File: src/source/fetch_pkg.sv
// --------------------------------------
// fetch package
// address and instruction widths, the FIFO
// entry layout and the RVC encodings used by
// the compressed instruction expander
// --------------------------------------
package fetch_pkg;

    parameter int unsigned ADDR_W  = 32;
    parameter int unsigned INSTR_W = 32;

    // one fetched word together with its word address
    typedef struct packed {
        logic [ADDR_W-1:0]  addr;
        logic [INSTR_W-1:0] data;
    } fetch_entry_t;

    // RVC quadrants, bits [1:0] of a compressed word
    parameter logic [1:0] OPC_C0 = 2'b00;
    parameter logic [1:0] OPC_C1 = 2'b01;
    parameter logic [1:0] OPC_C2 = 2'b10;

    // 32-bit major opcodes produced by the expander
    parameter logic [6:0] OPC_OP_IMM = 7'b0010011;
    parameter logic [6:0] OPC_OP     = 7'b0110011;

    // compressed funct fields, funct3 is [15:13] and funct4 is [15:12]
    parameter logic [2:0] FUNCT3_C_ADDI = 3'b000;
    parameter logic [2:0] FUNCT3_C_LI   = 3'b010;
    parameter logic [3:0] FUNCT4_C_MV   = 4'b1000;
    parameter logic [3:0] FUNCT4_C_ADD  = 4'b1001;

    // funct fields of the expanded ADD and ADDI
    parameter logic [2:0] FUNCT3_ADD  = 3'b000;
    parameter logic [6:0] FUNCT7_ADD  = 7'b0000000;

endpackage

File: src/source/fetch_if.sv
// --------------------------------------
// fetch interface
// carries fetched words from the prefetch
// buffer to the fetch stage
// --------------------------------------
`timescale 1ns/1ps

interface fetch_if import fetch_pkg::*; ();

    // entry in the FIFO head is valid, independent of ready
    logic         valid;
    logic         ready;
    fetch_entry_t entry;
    // drop everything held in the buffer
    logic         flush;

    modport producer (
        output valid,
        output entry,
        input  ready,
        input  flush
    );

    modport consumer (
        input  valid,
        input  entry,
        output ready,
        output flush
    );

endinterface

File: src/source/compressed_decoder.sv
// --------------------------------------
// compressed decoder
// expands C.ADDI, C.LI, C.MV and C.ADD to
// their 32-bit forms, flags all other RVC
// --------------------------------------
`timescale 1ns/1ps

module compressed_decoder import fetch_pkg::*; (
    input  logic [INSTR_W-1:0] instr_i,
    output logic [INSTR_W-1:0] instr_o,
    output logic               is_compressed_o,
    output logic               illegal_instr_o
);

    logic [11:0] imm_ci;
    logic [4:0]  rd;
    logic [4:0]  rs2;
    logic [2:0]  funct3;
    logic [3:0]  funct4;

    // CI-format immediate, sign bit in [12]
    assign imm_ci = {{6{instr_i[12]}}, instr_i[12], instr_i[6:2]};
    assign rd     = instr_i[11:7];
    assign rs2    = instr_i[6:2];
    assign funct3 = instr_i[15:13];
    assign funct4 = instr_i[15:12];

    // anything but 2'b11 in the low bits is compressed
    assign is_compressed_o = (instr_i[1:0] != 2'b11);

    always_comb begin
        instr_o         = instr_i;
        illegal_instr_o = 1'b0;

        if (is_compressed_o) begin
            // default for unsupported encodings
            instr_o         = '0;
            illegal_instr_o = 1'b1;

            unique case (instr_i[1:0])
                OPC_C1: begin
                    if (funct3 == FUNCT3_C_ADDI && rd != 5'd0) begin
                        // addi rd, rd, imm
                        instr_o         = {imm_ci, rd, FUNCT3_ADD, rd, OPC_OP_IMM};
                        illegal_instr_o = 1'b0;
                    end else if (funct3 == FUNCT3_C_LI && rd != 5'd0) begin
                        // addi rd, x0, imm
                        instr_o         = {imm_ci, 5'd0, FUNCT3_ADD, rd, OPC_OP_IMM};
                        illegal_instr_o = 1'b0;
                    end
                end

                OPC_C2: begin
                    // rs2 of zero selects jr, jalr or ebreak, not supported
                    if (rd != 5'd0 && rs2 != 5'd0) begin
                        if (funct4 == FUNCT4_C_MV) begin
                            // add rd, x0, rs2
                            instr_o = {FUNCT7_ADD, rs2, 5'd0, FUNCT3_ADD, rd, OPC_OP};
                            illegal_instr_o = 1'b0;
                        end else if (funct4 == FUNCT4_C_ADD) begin
                            // add rd, rd, rs2
                            instr_o = {FUNCT7_ADD, rs2, rd, FUNCT3_ADD, rd, OPC_OP};
                            illegal_instr_o = 1'b0;
                        end
                    end
                end

                // loads, stores and addi4spn are all outside the subset
                OPC_C0: begin
                    illegal_instr_o = 1'b1;
                end

                default: begin
                    illegal_instr_o = 1'b1;
                end
            endcase
        end
    end

endmodule

File: src/source/fetch_top.sv
// --------------------------------------
// instruction fetch top level
// fetch stage with its Wishbone read port
// --------------------------------------
`timescale 1ns/1ps

module fetch_top import fetch_pkg::*; #(
    parameter int unsigned FIFO_DEPTH = 4
) (
    input  logic              clk_i,
    input  logic              rst_ni,
    input  logic              req_i,
    input  logic              flush_i,
    input  logic [ADDR_W-1:0] flush_addr_i,
    input  logic [ADDR_W-1:0] boot_addr_i,
    input  logic              id_ready_i,
    input  logic              halt_if_i,
    // Wishbone classic master, read only
    input  logic [31:0]       wb_dat_i,
    input  logic              wb_ack_i,
    output logic              wb_cyc_o,
    output logic              wb_stb_o,
    output logic [ADDR_W-1:0] wb_adr_o,
    // towards decode
    output logic              if_busy_o,
    output logic              instr_valid_id_o,
    output logic [31:0]       instr_rdata_id_o,
    output logic              is_compressed_id_o,
    output logic              illegal_c_insn_id_o,
    output logic [ADDR_W-1:0] pc_id_o
);

    if_stage #(
        .FIFO_DEPTH (FIFO_DEPTH)
    ) i_if_stage (
        .clk_i               (clk_i),
        .rst_ni              (rst_ni),
        .req_i               (req_i),
        .flush_i             (flush_i),
        .flush_addr_i        (flush_addr_i),
        .boot_addr_i         (boot_addr_i),
        .id_ready_i          (id_ready_i),
        .halt_if_i           (halt_if_i),
        .wb_dat_i            (wb_dat_i),
        .wb_ack_i            (wb_ack_i),
        .wb_cyc_o            (wb_cyc_o),
        .wb_stb_o            (wb_stb_o),
        .wb_adr_o            (wb_adr_o),
        .if_busy_o           (if_busy_o),
        .instr_valid_id_o    (instr_valid_id_o),
        .instr_rdata_id_o    (instr_rdata_id_o),
        .is_compressed_id_o  (is_compressed_id_o),
        .illegal_c_insn_id_o (illegal_c_insn_id_o),
        .pc_id_o             (pc_id_o)
    );

endmodule

File: src/source/if_stage.sv
// --------------------------------------
// instruction fetch stage
// starts and restarts the prefetch buffer,
// expands compressed words and fills the
// IF/ID pipeline registers
// --------------------------------------
`timescale 1ns/1ps

module if_stage import fetch_pkg::*; #(
    parameter int unsigned FIFO_DEPTH = 4
) (
    input  logic              clk_i,
    input  logic              rst_ni,
    input  logic              req_i,
    input  logic              flush_i,
    input  logic [ADDR_W-1:0] flush_addr_i,
    input  logic [ADDR_W-1:0] boot_addr_i,
    input  logic              id_ready_i,
    input  logic              halt_if_i,
    input  logic [31:0]       wb_dat_i,
    input  logic              wb_ack_i,
    output logic              wb_cyc_o,
    output logic              wb_stb_o,
    output logic [ADDR_W-1:0] wb_adr_o,
    output logic              if_busy_o,
    output logic              instr_valid_id_o,
    output logic [31:0]       instr_rdata_id_o,
    output logic              is_compressed_id_o,
    output logic              illegal_c_insn_id_o,
    output logic [ADDR_W-1:0] pc_id_o
);

    typedef enum logic {IDLE, WAIT} fsm_e;

    fsm_e               state_q;
    logic               branch;
    logic [ADDR_W-1:0]  branch_addr;
    logic               id_write;
    logic [INSTR_W-1:0] instr_exp;
    logic               instr_compressed;
    logic               illegal_c_insn;

    fetch_if fetch_bus ();

    prefetch_buffer #(
        .FIFO_DEPTH (FIFO_DEPTH)
    ) i_prefetch_buffer (
        .clk_i         (clk_i),
        .rst_ni        (rst_ni),
        .branch_i      (branch),
        .branch_addr_i (branch_addr),
        .wb_cyc_o      (wb_cyc_o),
        .wb_stb_o      (wb_stb_o),
        .wb_adr_o      (wb_adr_o),
        .wb_dat_i      (wb_dat_i),
        .wb_ack_i      (wb_ack_i),
        .busy_o        (if_busy_o),
        .fetch         (fetch_bus.producer)
    );

    // expander sits on the FIFO head, before the IF/ID register
    compressed_decoder i_compressed_decoder (
        .instr_i         (fetch_bus.entry.data),
        .instr_o         (instr_exp),
        .is_compressed_o (instr_compressed),
        .illegal_instr_o (illegal_c_insn)
    );

    // --------------------------------------
    // fetch FSM
    // --------------------------------------
    // restart from boot on the first request, from flush_addr_i later on
    assign branch      = (state_q == IDLE) ? req_i : flush_i;
    assign branch_addr = (state_q == IDLE) ? boot_addr_i : flush_addr_i;

    assign fetch_bus.flush = flush_i & (state_q == WAIT);
    // no handover while stalled, halted or flushing
    assign fetch_bus.ready = (state_q == WAIT) & id_ready_i & ~halt_if_i & ~flush_i;
    assign id_write        = fetch_bus.valid & fetch_bus.ready;

    always_ff @(posedge clk_i, negedge rst_ni) begin
        if (!rst_ni) begin
            state_q <= IDLE;
        end else if (state_q == IDLE && req_i) begin
            state_q <= WAIT;
        end
    end

    // --------------------------------------
    // IF/ID pipeline registers
    // --------------------------------------
    always_ff @(posedge clk_i, negedge rst_ni) begin
        if (!rst_ni) begin
            instr_valid_id_o    <= 1'b0;
            is_compressed_id_o  <= 1'b0;
            illegal_c_insn_id_o <= 1'b0;
        end else if (flush_i) begin
            instr_valid_id_o <= 1'b0;
        end else if (id_write) begin
            instr_valid_id_o    <= 1'b1;
            is_compressed_id_o  <= instr_compressed;
            illegal_c_insn_id_o <= illegal_c_insn;
        end else if (id_ready_i) begin
            // decode took the entry and nothing new arrived
            instr_valid_id_o <= 1'b0;
        end
    end

    always_ff @(posedge clk_i) begin
        if (id_write) begin
            instr_rdata_id_o <= instr_exp;
            pc_id_o          <= fetch_bus.entry.addr;
        end
    end

endmodule

File: src/source/prefetch_buffer.sv
// --------------------------------------
// prefetch buffer
// read-only Wishbone classic master that
// fetches aligned words into a small FIFO,
// restarted by branch or flush
// --------------------------------------
`timescale 1ns/1ps

module prefetch_buffer import fetch_pkg::*; #(
    parameter int unsigned FIFO_DEPTH = 4
) (
    input  logic              clk_i,
    input  logic              rst_ni,
    input  logic              branch_i,
    input  logic [ADDR_W-1:0] branch_addr_i,
    // Wishbone classic, read only
    output logic              wb_cyc_o,
    output logic              wb_stb_o,
    output logic [ADDR_W-1:0] wb_adr_o,
    input  logic [31:0]       wb_dat_i,
    input  logic              wb_ack_i,
    output logic              busy_o,
    fetch_if.producer         fetch
);

    localparam int unsigned PTR_W = $clog2(FIFO_DEPTH);
    localparam int unsigned CNT_W = $clog2(FIFO_DEPTH + 1);

    // --------------------------------------
    // request side
    // --------------------------------------
    logic              cyc_q;
    logic              discard_q;
    logic              active_q;
    logic [ADDR_W-1:0] next_addr_q;
    logic [ADDR_W-1:0] req_addr_q;
    logic              kill;
    logic              issue;
    logic [CNT_W:0]    fill;

    // FIFO state
    fetch_entry_t      mem_q [FIFO_DEPTH];
    logic [PTR_W-1:0]  wr_ptr_q;
    logic [PTR_W-1:0]  rd_ptr_q;
    logic [CNT_W-1:0]  count_q;
    logic              push;
    logic              pop;

    assign kill = branch_i | fetch.flush;

    // stored words plus the one in flight must leave room
    assign fill  = {1'b0, count_q} + {{CNT_W{1'b0}}, cyc_q};
    assign issue = active_q & ~cyc_q & ~kill & (fill < (CNT_W + 1)'(FIFO_DEPTH));

    always_ff @(posedge clk_i, negedge rst_ni) begin
        if (!rst_ni) begin
            cyc_q       <= 1'b0;
            discard_q   <= 1'b0;
            active_q    <= 1'b0;
            next_addr_q <= '0;
            req_addr_q  <= '0;
        end else begin
            if (cyc_q) begin
                // cycle ends in the cycle after ack
                if (wb_ack_i) begin
                    cyc_q     <= 1'b0;
                    discard_q <= 1'b0;
                end else if (kill) begin
                    // let the transfer finish, its word is thrown away
                    discard_q <= 1'b1;
                end
            end else if (issue) begin
                cyc_q       <= 1'b1;
                req_addr_q  <= next_addr_q;
                next_addr_q <= next_addr_q + 32'd4;
            end
            // restart at a word aligned address
            if (branch_i) begin
                active_q    <= 1'b1;
                next_addr_q <= {branch_addr_i[ADDR_W-1:2], 2'b00};
            end
        end
    end

    assign wb_cyc_o = cyc_q;
    assign wb_stb_o = cyc_q;
    assign wb_adr_o = req_addr_q;

    // --------------------------------------
    // entry FIFO
    // --------------------------------------
    assign push = cyc_q & wb_ack_i & ~discard_q & ~kill;
    assign pop  = fetch.valid & fetch.ready;

    // storage only, the pointers say what is live
    always_ff @(posedge clk_i) begin
        if (push) begin
            mem_q[wr_ptr_q] <= '{addr: req_addr_q, data: wb_dat_i};
        end
    end

    always_ff @(posedge clk_i, negedge rst_ni) begin
        if (!rst_ni) begin
            wr_ptr_q <= '0;
            rd_ptr_q <= '0;
            count_q  <= '0;
        end else if (kill) begin
            wr_ptr_q <= '0;
            rd_ptr_q <= '0;
            count_q  <= '0;
        end else begin
            if (push) begin
                wr_ptr_q <= wr_ptr_q + 1'b1;
            end
            if (pop) begin
                rd_ptr_q <= rd_ptr_q + 1'b1;
            end
            case ({push, pop})
                2'b10:   count_q <= count_q + 1'b1;
                2'b01:   count_q <= count_q - 1'b1;
                default: count_q <= count_q;
            endcase
        end
    end

    assign fetch.valid = (count_q != '0);
    assign fetch.entry = mem_q[rd_ptr_q];

    assign busy_o = cyc_q | (count_q != '0);

endmodule

File: config.mk
export PLATFORM = sky130hd
export DESIGN_NAME = fetch_top
export DESIGN_NICKNAME = d
export VERILOG_FILES = /design/src/source/fetch_pkg.sv /design/src/source/fetch_if.sv /design/src/source/compressed_decoder.sv /design/src/source/fetch_top.sv /design/src/source/if_stage.sv /design/src/source/prefetch_buffer.sv
export SDC_FILE = /design/constraint.sdc
export NUM_CORES = 1
export LEC_CHECK = 0
export BUFFER_PORTS_ARGS = -buffer_cell sky130_fd_sc_hd__buf_2
export CORE_ASPECT_RATIO = 2
export CORE_MARGIN = 5
export CORE_UTILIZATION = 50
export CTS_CLUSTER_SIZE = 30
export DETAILED_ROUTE_END_ITERATION = 10
export HOLD_SLACK_MARGIN = 0.08
export PLACE_DENSITY = 0.71
export SLEW_MARGIN = 0
export SYNTH_ARGS = -nofsm -noshare
export SYNTH_HDL_FRONTEND = slang
export SYNTH_SLANG_ARGS = --single-unit
File: constraint.sdc
create_clock -name clk_i -period 5.55 [get_ports clk_i]
set_clock_uncertainty 0.2 [all_clocks]
set_input_delay 0.2775 -clock clk_i [delete_from_list [all_inputs] [get_ports clk_i]]
set_output_delay 0.2775 -clock clk_i [all_outputs]
set_load 0.005 [all_outputs]
Word level (Yosys, flattened, before mapping)
Memory sizes are Yosys's and may differ from the RTL's.
Cells that the tools add are included.
- latch bits: 0
- output and inout port bits: 102
- memories kept: 1
- logic and storage cells: 103
- RAM bits: 256
- bits in registers: 142
- ROM bits: 0
- bits of input ports: 103
- $mul: 0
- reductions and logical operators: 18
- equality and inequality tests: 9
- add/sub/neg operators: 6
- bitwise logic cells: 19
- multiplexer cells: 35
- $lt $le $gt $ge: 1
- shift operators: 0
- divide/modulo/power cells: 0
- memories (memory ; depth ; bits a word ; rd ports ; clocked after Yosys merged registers in ; write ports ; RTL line ; source):
    i_if_stage.i_prefetch_buffer.mem_q ; 4 ; 64 ; 1 ; 0 ; 1 ; prefetch_buffer.sv:42 ; fetch_entry_t mem_q [FIFO_DEPTH];
- operators by type and width (operator ; count):
    2-to-1 mux 32 bit ; 7
    2-to-1 mux 25 bit ; 3
    one-hot mux 32 bit (2 select lines) ; 1
    adder 32 x 3 -> 32 bit (second input constant) ; 1
    2-to-1 mux 1 bit ; 17
    bitwise AND 1 bit ; 11
    nonzero test 5 bit ; 2
    nonzero test 3 bit ; 3
    equality test 4 bit (second input constant) ; 2
    2-to-1 mux 2 bit ; 4
    AND reduction 2 bit ; 4
    nonzero test 2 bit ; 4
    NOT 1 bit ; 6
    one-hot mux 3 bit (2 select lines) ; 1
    adder 2 x 1 -> 2 bit (second input constant) ; 2
    adder 3 x 1 -> 4 bit ; 1
    equality test 2 x 1 -> 1 bit (second input constant) ; 2
    equality test 2 bit (second input constant) ; 2
    logical AND 1 bit ; 4
    less-than comparator 4 x 3 -> 1 bit (second input constant) ; 1
    inequality test 2 bit (second input constant) ; 2
    adder 3 x 1 -> 3 bit (second input constant) ; 1
    equality test 3 x 2 -> 1 bit (second input constant) ; 1
    logical NOT 3 bit ; 1
    other kinds (4) ; 5

Depth between registers and ports, before layout
Gate-level depths: netlist of the first run.
- depth after elaboration: 8
- mapped depth: 10
- mapped depth without buffers: 9

Cells and area by module
Synthesis of the first run repeated with hierarchy kept, for this count alone.
- cells, all modules: 915
- area total of the unflattened synthesis: 15517.4 µm²
- by module, submodules not included (module ; cells an instance ; instances ; sequential area each (µm²) ; area each (µm²)):
    prefetch_buffer ; 724 ; 1 ; 9198.8 ; 12500.7
    if_stage ; 115 ; 1 ; 2021.9 ; 2501.1
    compressed_decoder ; 76 ; 1 ; 0.0 ; 515.5

Worst setup path after synthesis of the first run
No wires, ideal clock.
- kind: register to register
- start point: register i_if_stage.state_q
- end point: memory i_if_stage.i_prefetch_buffer.mem_q[0][0] (netlist name) (enable)
- path slack: 2.242 ns
- cell stages (with the launch flop): 5
- required time: 4.923 ns
- library setup time: 0.427 ns
- clock period less this slack: 3.308 ns
- arrival time: 2.681 ns
- path buffers: 1
- cell sequence: dfrtp_1 > clkbuf_1 > mux2_2 > nor2_1 > and2_1
- word-level cells in the longest chain between the ends: 6
- elaborated cells between the ends (all ways): 7
- those cells by class: 3 x mux; 4 x bitwise
- RTL lines (element ; RTL line ; source):
    from (decl) ; if_stage.sv:35 ; fsm_e state_q;
    from (signal assigned) ; if_stage.sv:83 ; state_q <= IDLE;
    from (signal assigned) ; if_stage.sv:85 ; state_q <= WAIT;
    2-to-1 mux 1 bit / bitwise AND 1 bit (equally long branches) ; if_stage.sv:73, if_stage.sv:76 ;
    OR 1 bit (*) ; prefetch_buffer.sv:49 ; assign kill = branch_i | fetch.flush;
    NOT 1 bit (*) ; prefetch_buffer.sv:92 ; assign push = cyc_q & wb_ack_i & ~discard_q & ~kill;
    bitwise AND 1 bit (*) ; prefetch_buffer.sv:92 ;
    2-to-1 mux 1 bit (*) ; prefetch_buffer.sv:97 ; if (push) begin
    2-to-1 mux 1 bit (not written as such) (*) ; prefetch_buffer.sv:98 ; mem_q[wr_ptr_q] <= '{addr: req_addr_q, data: wb_dat_i};
    to (decl) ; prefetch_buffer.sv:42 ;
Mark *: on every way between the ends. The rest lies on a longest branch, timed or not.

Final worst setup path of the first run
- start point: register i_if_stage.i_prefetch_buffer.rd_ptr_q[0]
- end point: register i_if_stage.instr_rdata_id_o[21] (data pin)
- word-level cells in the longest chain between the ends: 7
- elaborated cells between the ends (all ways): 20
- those cells by class: 6 x eq/ne; 7 x mux; 6 x reduce/logical; 1 x memory
- RTL lines (element ; RTL line ; source):
    from (decl) ; prefetch_buffer.sv:44 ; logic [PTR_W-1:0] rd_ptr_q;
    from (signal assigned) ; prefetch_buffer.sv:116 ; rd_ptr_q <= rd_ptr_q + 1'b1;
    memory (4 x 64 bit) (*) ; -- ;
    equality test 4 bit, or another cell as far along ; compressed_decoder.sv:60 ; end else if (funct4 == FUNCT4_C_ADD) begin
    2-to-1 mux 25 bit / logical AND 1 bit (equally long branches) ; compressed_decoder.sv:60, compressed_decoder.sv:46 ;
    2-to-1 mux 25 bit / 2-to-1 mux 32 bit (equally long branches) ; compressed_decoder.sv:56, compressed_decoder.sv:46 ;
    2-to-1 mux 25 bit / 2-to-1 mux 32 bit (equally long branches) ; compressed_decoder.sv:55, compressed_decoder.sv:42 ;
    one-hot mux 32 bit (2 select lines) ; compressed_decoder.sv:40 ; unique case (instr_i[1:0])
    2-to-1 mux 32 bit (*) ; compressed_decoder.sv:35 ; if (is_compressed_o) begin
    via i_if_stage.i_compressed_decoder.instr_o[21] ; compressed_decoder.sv:10 ; output logic [INSTR_W-1:0] instr_o,
    to (signal assigned) ; if_stage.sv:111 ; instr_rdata_id_o <= instr_exp;
    to (decl) ; if_stage.sv:27 ; output logic [31:0] instr_rdata_id_o,
The timed path passes the listed nets; every way through them passes the cells marked *.
A chain may end at the register's enable or synchronous reset.

==> results of run 1 <==
final cells by class:
| type | instances | area (um^2) | area share (%) |
|---|---|---|---|
| inverters | 24 | 90.1 | 0.485 |
| repair buffers | 305 | 2050 | 11.0 |
| clock inverters | 16 | 203 | 1.09 |
| well taps | 368 | 460 | 2.48 |
| flip-flops and latches | 384 | 11200 | 60.1 |
| clock buffers | 42 | 908 | 4.89 |
| multi-input cells | 396 | 3700 | 19.9 |
per-layer routing:
layer  vias to the layer above  part of all wire, %  track usage, %
met5                         -                    0               0
met4                         0                  3.0            5.92
met3                        52                  5.1            2.49
met2                       201                   57            33.5
met1                      4057                   35            19.6
li1                       3870                    -               -
logic make-up (layout without fill, tap and decap cells):
kind of cell | count (synthesis) | count (layout) | synth area share (%)
AOI/OAI and AO/OA | 104 | 104 | 4.38
xor gates and xnor gates | 30 | 30 | 1.73
adders and majority gates | 9 | 9 | 0.793
buffers and inverters | 70 | 387 | 2.11
DFF | 384 | 384 | 73.7
muxes | 101 | 101 | 12.0
other | 1 | 4 | 0.0248
and+or+nand+nor | 148 | 148 | 5.30
cells in the final DEF (no fill, tap or decap), types with 5 or more instances in the layout:
cell type,netlist,routed
a211oi_1,29,29
a21o_1,8,8
a21oi_1,29,29
and2_1,13,9
and4_1,6,6
buf_2,7,195
buf_4,7,10
clkbuf_16,0,32
clkbuf_8,0,7
clkinv_2,0,5
dfrtp_1,74,71
dlygate4sd3_1,0,100
edfxtp_1,310,310
ha_1,8,8
inv_1,24,23
mux2_2,25,25
mux2i_1,15,14
mux4_2,58,58
nand2_1,45,45
nand3_1,5,5
nor2_1,24,24
nor2b_1,23,23
nor3_1,5,5
nor4_1,6,6
o21ai_0,19,19
o21ai_1,5,5
o31ai_1,6,6
xnor2_1,26,26
worst register-to-register path, cell delays in order (launching register included):
cell	delay, ns
dfrtp_4	0.84
mux4_1	0.73
nor4_2	0.38
a211oi_1	0.18
o21ai_2	0.52
o21ai_0	0.23
power by group through the flow:
stage / registers [mW] / logic, mW / clock network, mW
finish: 3.50 / 0.521 / 2.33
global route: 3.53 / 0.579 / 2.51
CTS: 3.50 / 0.533 / 2.39
detailed placement: 3.56 / 0.474 / 0
global placement: 3.55 / 0.464 / 0
floorplan: 3.52 / 0.259 / 0
through the flow:
stage	instances	worst slack [ns]	instance area, um^2	hold slack, ns	power, mW
2_1_floorplan	850	2.24	15200	-0.218	3.78
3_3_place_gp	1377	2.23	16500	-0.0767	4.01
3_5_place_dp	1377	2.21	16500	-0.0759	4.04
4_1_cts	1535	2.21	18600	0.109	6.43
5_1_grt	1535	1.98	18600	0.174	6.62
6_report	1535	2.18	18600	0.140	6.35
worst max path at each step:
stage,endpoint,cells past startpoint,from
2_1_floorplan,i_if_stage.i_prefetch_buffer.mem_q[0][0]$_DFFE_PP_,4,i_if_stage.state_q$_DFFE_PN0P_
3_3_place_gp,i_if_stage.instr_rdata_id_o[21]$_DFFE_PP_,5,i_if_stage.i_prefetch_buffer.rd_ptr_q[0]$_DFFE_PN0P_
3_5_place_dp,i_if_stage.instr_rdata_id_o[20]$_DFFE_PP_,5,i_if_stage.i_prefetch_buffer.rd_ptr_q[0]$_DFFE_PN0P_
4_1_cts,i_if_stage.instr_rdata_id_o[20]$_DFFE_PP_,5,i_if_stage.i_prefetch_buffer.rd_ptr_q[0]$_DFFE_PN0P_
5_1_grt,i_if_stage.instr_rdata_id_o[21]$_DFFE_PP_,5,i_if_stage.i_prefetch_buffer.rd_ptr_q[0]$_DFFE_PN0P_
6_report,i_if_stage.instr_rdata_id_o[21]$_DFFE_PP_,5,i_if_stage.i_prefetch_buffer.rd_ptr_q[0]$_DFFE_PN0P_
synthesized netlist by cell type, drive strengths merged:
master  number
and3         2
dfrtp       74
nand4        5
nand3b       1
conb         1
nor3b        1
clkbuf      24
and2        13
xor2         4
nand2b       1
o211ai       1
mux4        61
nand3        5
nor2        24
edfxtp     310
nor4bb       1
and4         6
and4b        1
or2          2
inv         24
or3          3
o31ai        7
nor3         6
a31oi        2
nor4         8
xnor2       26
o41ai        1
mux2        25
o21a         1
mux2i       15
a21o         8
nor2b       23
nand2       45
o21ai       25
or4          1
fa           1
a21oi       29
a211oi      30
buf         22
ha           8
registers in the layout (all words and copies together) (netlist names):
register and flops:
i_if_stage.illegal_c_insn_id_o 1, i_if_stage.i_prefetch_buffer.rd_ptr_q 2, i_if_stage.instr_rdata_id_o 32, i_if_stage.state_q 1
i_if_stage.i_prefetch_buffer.wb_cyc_o 1, i_if_stage.i_prefetch_buffer.next_addr_q 30, i_if_stage.pc_id_o 30, i_if_stage.is_compressed_id_o 1
i_if_stage.i_prefetch_buffer.mem_q 248, i_if_stage.instr_valid_id_o 1, i_if_stage.i_prefetch_buffer.active_q 1, i_if_stage.i_prefetch_buffer.wb_adr_o 30
i_if_stage.i_prefetch_buffer.discard_q 1, i_if_stage.i_prefetch_buffer.wr_ptr_q 2, i_if_stage.i_prefetch_buffer.count_q 3
==> results.md, run 1 <==
- Fin crit share: 60.7%
- Area leader, netlist: edfxtp_1
- Post-layout net count: 1,254
- P_sw: 1.39 mW
- Setup slack, reg-to-reg: 2.18 ns
- Row cnt: 90
- Pre-antenna DRT Iters: 6
- Seq pwr share: 55.1%
- Crit-path cells: mux4_1, nor4_2, a211oi_1, o21ai_2, o21ai_0
- Worst-skew pair later-pin latency: 0.56 ns
- Power Density: 342 nW/um^2
- Status: completed
- Largest net degree at the start of global routing: 64
- Core Util, Final: 61.8%
- Sequential area share after synthesis: 73.7%
- Hold endpoint: i_if_stage.is_compressed_id_o$_DFFE_PN0P_
- Hold Crit Start: flush_i
- Via count: 8,180
- Layout fillers: 2,214
- Gpl congestion: 0.801
- Unrepaired setup endpoints after global routing: false
- Worst slew pin tran: 0.994 ns
- Slowest-stage cell, CP: dfrtp_4
- Port bufs: 196
- Root Driver: clkbuf_16
- Area growth, synth to finish: 22.7%
- Starting Density: 50.4%
- CP max stage delay: 0.84 ns
- Critical path endpoint category: register
- Htree depth: 1
- VDD IR max: 0.000227 V
- Hold_buf cts: 100
- Leak: 6.75 nW
- Average cell area after synthesis: 17.9 um^2
- Post-cts sizing count: 0
- Die Wd: 133 um
- Pint: 4.96 mW
- Setup Viol. Count Final: 0
- Post-DP HPWL: 19,000 um
- Clk sinks: 384
- Minimum clock period: 3.37 ns
- Post-synth cell types: 52
- Number of buffers created by CTS: 31
- CP Max Fanout: 32
- Initial antenna violation count: 0
- Slew Viols, Final: 0
- Crit-path leading delay family: compound AO/OA/AOI/OAI gates
- Gr usage total: 17.5%
- CTS clk-pin slew, worst paths: 0.07 ns
- F_max: 297 MHz
- Critical R2R Launch: i_if_stage.i_prefetch_buffer.rd_ptr_q[0]$_DFFE_PN0P_
- R2R cell count: 5
- Max cap viols: 0
- Final hold vios: 0
- Max_slew headroom: 33.8%
- Antenna cells: 0
- Vias in the first global route: 8,711
- Chip Height: 256 um
- Aggregate global routing overflow: 0
- CP Data Arrival Time: 3.44 ns
- Setup TNS: 0 ns
- Cell depth of the worst min-delay path: 5
- I/O pins: 205
- Share of the synthesized area in the top cell type: 61.4%
- Yosys warnings: 0
- Post-Syn Instances: 847
- CP startpoint kind: register
- Post-CTS Setup Inserts: 0
- Buf/Inv on CP: 0
- Antenna-violating nets left: 0
- Worst r2r dst: i_if_stage.instr_rdata_id_o[21]$_DFFE_PP_
- Register bit total from synthesis: 384
- Number of vias per cell: 5.33
- Clock Path Buffers: 3
- Core Region: 30,100 um^2
- Required time worst endpoint: 5.62 ns
- Die area: 34,100 um^2
- Routed WL: 29,300 um
- Min-Delay Path Class: primary input to register
- Clock power frac: 36.7%
- Gate power share: 8.2%
- CTS tree: yes
- Synth Cell Area: 15,200 um^2
- Detailed router's first-iteration violation count: 329
- First-pass GRT wire length: 47,200 um
- Layout cells sized above 1: 31.1%
- Wire length per cell: 19.1 um
- Switching share of power: 21.9%
- Top cells by area, synth: edfxtp_1 61%, dfrtp_1 12%, mux4_2 8.6%, mux2_2 1.9%, xnor2_1 1.5%
- Critical path type: register to register
- DRC: 0
Power figures use the tool's default switching activity.
==> inputs of run 2 (changes only) <==
- PLACE_DENSITY: 0.71 -> 0.74
- clock period: 5.55 -> 2.8 ns (I/O delays scaled with it)
==> results.md, run 2 (synthesized netlist as in run 1, its figures left out) <==
- Status: completed
- Htree depth: 2 (+1)
- DP Cell Count: 1,403 (+1.9%)
- Setup slack, reg-to-reg: 0.12 ns (-2.06 ns)
- Dpl ws: -0.0100 ns (-2.22 ns)
- Post-DP HPWL: 20,800 um (+9.3%)
- Final setup margin: 0.120 ns (-2.06 ns)
- Max_slew headroom: 44.6% (+11 points)
- Slew Viols, Final: 0 (unchanged)
- CP startpoint kind: register
- Routed WL: 30,500 um (+4.2%)
- Layout cells sized above 1: 32.6% (+1.5 points)
- Min-Delay Path Class: primary input to register
- Critical R2R Launch: i_if_stage.i_prefetch_buffer.rd_ptr_q[0]$_DFFE_PN0P_
- Vias in the first global route: 9,016 (+3.5%)
- Clk sinks: 384 (unchanged)
- Pre-antenna DRT Iters: 5 (-1)
- Max cap viols: 0 (unchanged)
- Top reg by flops: i_if_stage.i_prefetch_buffer.mem_q
- Antenna-violating nets left: 0 (unchanged)
- R2R cell count: 6 (+1)
- Worst setup path start: i_if_stage.i_prefetch_buffer.rd_ptr_q[0]$_DFFE_PN0P_
- CTS clk-pin slew, worst paths: 0.07 ns (about the same)
- Minimum clock period: 2.68 ns (-0.689 ns)
- CP Max Fanout: 8 (-75%)
- CTS tree: yes
- Initial antenna violation count: 0 (unchanged)
- Worst-skew pair later-pin latency: 0.51 ns (-0.05 ns)
- Placed cell area: 16,800 um^2 (+2.1%)
- Antenna cells: 0 (unchanged)
- Slowest-stage cell, CP: mux4_2
- Gpl congestion: 0.839 (+4.7%)
- Max FFs per register: 248 (unchanged)
- Design Area, Final: 19,000 um^2 (+2.3%)
- Core Util, Final: 63.3% (+1.4 points)
- F_max: 373 MHz (+26%)
- Area growth, synth to finish: 25.5%
- Commonest non-fill, non-tap cell in the layout: edfxtp_1
- Largest net degree at the start of global routing: 60 (-6.3%)
- Setup Viol. Count Final: 0 (unchanged)
- Die Wd: 133 um (unchanged)
- VDD IR max: 0.000453 V (+100%)
- Critical path type: register to register
- Setup TNS: 0 ns (unchanged)
- Wire length per cell: 19.5 um (+1.9%)
- Most frequent cells in the layout: 310 x edfxtp_1, 195 x buf_2, 102 x dlygate4sd3_1, 71 x dfrtp_1, 58 x mux4_2
- Post-layout net count: 1,289 (+2.8%)
- Via count: 8,384 (+2.5%)
- Power Density: 660 nW/um^2 (+93%)
- Required time worst endpoint: 2.85 ns (-2.77 ns)
- Gr usage total: 18.1% (+0.60 points)
- Row cnt: 90 (unchanged)
- Final hold vios: 0 (unchanged)
- Detailed router's first-iteration violation count: 393 (+19%)
- Crit-path cells: buf_12, mux4_2, nor4_4, a21o_1, and4b_2, a21o_1
- Fin crit share: 95.7% (+35 points)
- Clock Path Buffers: 3 (unchanged)
- Port bufs: 196 (unchanged)
- First-pass GRT wire length: 48,300 um (+2.3%)
- Root Driver: clkbuf_16
- Worst slew pin tran: 0.832 ns (-0.162 ns)
- Number of buffers created by CTS: 34 (+9.7%)
- Number of vias per cell: 5.34 (+0.21%)
- Leak: 6.92 nW (+2.5%)
- Largest registers: i_if_stage.i_prefetch_buffer.mem_q x248, i_if_stage.instr_rdata_id_o x32
- Chip Height: 256 um (unchanged)
- Die area: 34,100 um^2 (unchanged)
- CP max stage delay: 0.55 ns (-0.29 ns)
- Worst r2r dst: i_if_stage.instr_rdata_id_o[30]$_DFFE_PP_
- DRC: 0 (unchanged)
- Critical Path End: i_if_stage.instr_rdata_id_o[30]$_DFFE_PP_
- CP Data Arrival Time: 2.73 ns (-0.71 ns)
- Aggregate global routing overflow: 0 (unchanged)
- Core Region: 30,100 um^2 (unchanged)
- I/O pins: 205 (unchanged)
- Starting Density: 50.4% (unchanged)
- Unrepaired setup endpoints after global routing: true
- CP most frequent cell: a21o_1
- Finished Layout Cells: 1,570 (+2.3%)
- Critical path endpoint category: register
## run 2: cell count changes in the layout (fill, tap and decap cells not counted), moves of 4 or more
cell,previous run,this run
buf_4,10,26
clkinvlp_4,1,5
clkbuf_8,7,1
clkinv_1,0,4
buf_12,0,14
inv_6,4,0
clkbuf_16,32,37
## run 2: layout make-up
cell class / count / area [um^2]
Clock buffer: 43 / 958
Clock inverter: 18 / 131
Fill cell: 2170 / 11000
Inverter: 24 / 93.8
Multi-Input combinational cell: 396 / 3740
Sequential cell: 384 / 11200
Tap cell: 368 / 460
Timing Repair Buffer: 337 / 2470
## run 2: how the worst min path moves through the flow
stage | start | to | slack (ns) | cells after the start
after floorplan | rst_ni | i_if_stage.i_prefetch_buffer.active_q$_DFFE_PN0N_ | -0.36 | 0
after global placement | rst_ni | i_if_stage.i_prefetch_buffer.next_addr_q[8]$_DFFE_PN0P_ | -0.03 | 1
after detailed placement | rst_ni | i_if_stage.i_prefetch_buffer.next_addr_q[8]$_DFFE_PN0P_ | -0.03 | 1
after CTS | wb_ack_i | i_if_stage.i_prefetch_buffer.discard_q$_DFFE_PN0P_ | 0.16 | 3
after global routing | wb_ack_i | i_if_stage.i_prefetch_buffer.discard_q$_DFFE_PN0P_ | 0.18 | 3
final | wb_dat_i[17] | i_if_stage.i_prefetch_buffer.mem_q[0][17]$_DFFE_PP_ | 0.19 | 2
## run 2: power by group
part / switching, mW / internal (mW)
combinational: 0.520 / 0.587
clock: 1.97 / 2.54
sequential: 0.307 / 6.62
total: 2.80 / 9.75
## run 2: critical path, delay by kind of cell (launching register included)
family / cells / cell delay, ns
buffers and inverters: 1 / 0.14
AO/OA/AOI/OAI: 2 / 0.38
AND/OR/NAND/NOR: 2 / 0.71
multiplexers: 1 / 0.55
flip-flops: 1 / 0.45
## run 2: stage by stage
stage / power (mW) / hold slack, ns
2_1_floorplan: 7.49 / -0.356
6_report: 12.5 / 0.190
3_3_place_gp: 7.99 / -0.0335
3_5_place_dp: 8.05 / -0.0310
4_1_cts: 12.7 / 0.159
5_1_grt: 13.0 / 0.180
## run 2: routing by layer
metal  vias to the layer above  wire (um)  global-route usage [%]
met1                      4186      11100                    20.1
li1                       3929          -                       -
met4                         0       1060                    7.01
met2                       219      17200                    34.8
met5                         -          0                       0
met3                        50       1150                    2.04
## run 2: timing repair
item,in CTS,in global routing
buffers inserted,2,1
hold buffers,103,0
setup endpoints to repair,8,13
resized for setup,0,4
hold endpoints to repair,247,0
pin swaps,0,1
==> inputs of run 3 (changes only) <==
- CTS_BUF_LIST: not set -> sky130_fd_sc_hd__clkbuf_4 sky130_fd_sc_hd__clkbuf_8
- RECOVER_POWER: not set -> 25
==> results.md, run 3 (synthesized netlist as in run 1, its figures left out) <==
- Status: completed
- Unrepaired setup endpoints after global routing: true
- Max_slew headroom: 45.8% (+1.2 points)
- Clock Path Buffers: 3 (unchanged)
- Post-DP HPWL: 20,800 um (unchanged)
- Worst-skew pair later-pin latency: 0.57 ns (+0.06 ns)
- Gr usage total: 18.4% (+0.34 points)
- Antenna-violating nets left: 0 (unchanged)
- Die area: 34,100 um^2 (unchanged)
- First-pass GRT wire length: 49,100 um (+1.7%)
- Aggregate global routing overflow: 0 (unchanged)
- Critical path type: register to register
- Pwr Total: 12.4 mW (-1.3%)
- Root Driver: clkbuf_8
- F_max: 372 MHz (-0.42%)
- Row cnt: 90 (unchanged)
- Die Wd: 133 um (unchanged)
- Dpl ws: -0.0100 ns (unchanged)
- Via count: 8,565 (+2.2%)
- Leak: 6.92 nW (about the same)
- Setup TNS: 0 ns (unchanged)
- CP startpoint kind: register
- Critical path endpoint category: register
- VDD IR max: 0.000385 V (-15%)
- Cell depth of the worst min-delay path: 3 (+1)
- DRC: 0 (unchanged)
- Number of vias per cell: 5.32 (-0.38%)
- Final hold vios: 0 (unchanged)
- CTS clk-pin slew, worst paths: 0.07 ns (about the same)
- Min-Delay Path Class: primary input to register
- Post-layout net count: 1,312 (+1.8%)
- Slew Viols, Final: 0 (unchanged)
- Top reg by flops: i_if_stage.i_prefetch_buffer.mem_q
- Setup Viol. Count Final: 0 (unchanged)
- CTS tree: yes
- Max FFs per register: 248 (unchanged)
- Required time worst endpoint: 2.91 ns (+0.06 ns)
- I/O pins: 205 (unchanged)
- Core Util, Final: 63.3% (+0.092 points)
- Vias in the first global route: 9,253 (+2.6%)
- CP Max Fanout: 7 (-1)
- Starting Density: 50.4% (unchanged)
- Setup slack, reg-to-reg: 0.11 ns (about the same)
- Detailed router's first-iteration violation count: 380 (-3.3%)
- Htree depth: 2 (unchanged)
- Layout cells sized above 1: 31.7% (-0.94 points)
- Commonest non-fill, non-tap cell in the layout: edfxtp_1
- Initial antenna violation count: 1 (+1)
- R2R cell count: 6 (unchanged)
- Power Density: 650 nW/um^2 (-1.4%)
- Area growth, synth to finish: 25.7%
- Largest net degree at the start of global routing: 60 (unchanged)
- Number of buffers created by CTS: 51 (+50%)
- Minimum clock period: 2.69 ns (+0.0112 ns)
- Max cap viols: 0 (unchanged)
- Most frequent cells in the layout: 310 x edfxtp_1, 164 x buf_2, 107 x dlygate4sd3_1, 71 x dfrtp_1, 63 x clkbuf_8
- Pre-antenna DRT Iters: 7 (+2)
- Largest registers: i_if_stage.i_prefetch_buffer.mem_q x248, i_if_stage.instr_rdata_id_o x32
- Final setup margin: 0.109 ns (-0.0112 ns)
- Fin crit share: 96.1% (+0.40 points)
- Clk sinks: 384 (unchanged)
- Core Region: 30,100 um^2 (unchanged)
- Gpl congestion: 0.839 (unchanged)
- Port bufs: 196 (unchanged)
- CP Data Arrival Time: 2.80 ns (+0.07 ns)
- Chip Height: 256 um (unchanged)
- Wire length per cell: 19.2 um (-1.0%)
- Routed WL: 31,000 um (+1.5%)
- Worst slew pin tran: 0.814 ns (-0.0180 ns)
## run 3: where the power goes
part           switching (mW)  internal [mW]  total, mW
registers               0.308           6.62       6.93
clock network            1.95           2.38       4.33
logic                   0.525          0.592       1.12
total                    2.79           9.59       12.4
## run 3: cell type report
cell class | count | area [um^2]
flip-flops and latches | 384 | 11200
fillers | 2195 | 11000
multi-input cells | 396 | 3740
repair buffers | 343 | 2490
clock buffers | 75 | 957
well taps | 368 | 460
clock inverters | 19 | 131
inverters | 24 | 93.8
diodes | 1 | 2.50
## run 3: worst paths after layout
path,to,start
min reg2reg,i_if_stage.is_compressed_id_o$_DFFE_PN0P_,i_if_stage.is_compressed_id_o$_DFFE_PN0P_
min in group asynchronous,i_if_stage.i_prefetch_buffer.rd_ptr_q[1]$_DFFE_PN0P_,rst_ni
max reg2reg,i_if_stage.instr_rdata_id_o[31]$_DFFE_PP_,i_if_stage.i_prefetch_buffer.rd_ptr_q[0]$_DFFE_PN0P_
min,i_if_stage.i_prefetch_buffer.wb_cyc_o$_DFF_PN0_,wb_ack_i
max,i_if_stage.instr_rdata_id_o[31]$_DFFE_PP_,i_if_stage.i_prefetch_buffer.rd_ptr_q[0]$_DFFE_PN0P_
max in group asynchronous,i_if_stage.i_prefetch_buffer.wb_adr_o[14]$_DFFE_PN0P_,rst_ni
## run 3: routing by layer
metal	track usage (%)	share of wire, %
met2	35.7	57
met3	2.65	4.0
met4	7.55	3.4
met5	0	0
met1	19.6	36
## run 3: critical path, cell delays in order (launching register included)
cell and delay (ns):
dfrtp_4 0.51, buf_12 0.15, mux4_2 0.47, nor4_4 0.40
a21o_1 0.22, and4b_2 0.31, a21o_1 0.18
## run 3: metrics by stage
stage | area, um^2 | hold WS, ns | std cells
global placement | 16800 | -0.0335 | 1403
global route | 19000 | 0.116 | 1610
floorplan | 15200 | -0.356 | 850
CTS | 19000 | 0.0833 | 1608
detailed placement | 16800 | -0.0310 | 1403
finish | 19000 | 0.151 | 1610
## run 3: what timing repair did
action | in CTS | in global routing
hold buffers | 108 | 0
gates resized for setup | 0 | 5
buffers inserted | 3 | 1
setup endpoints to repair | 8 | 13
pin swaps | 0 | 1
hold endpoints to repair | 249 | 0
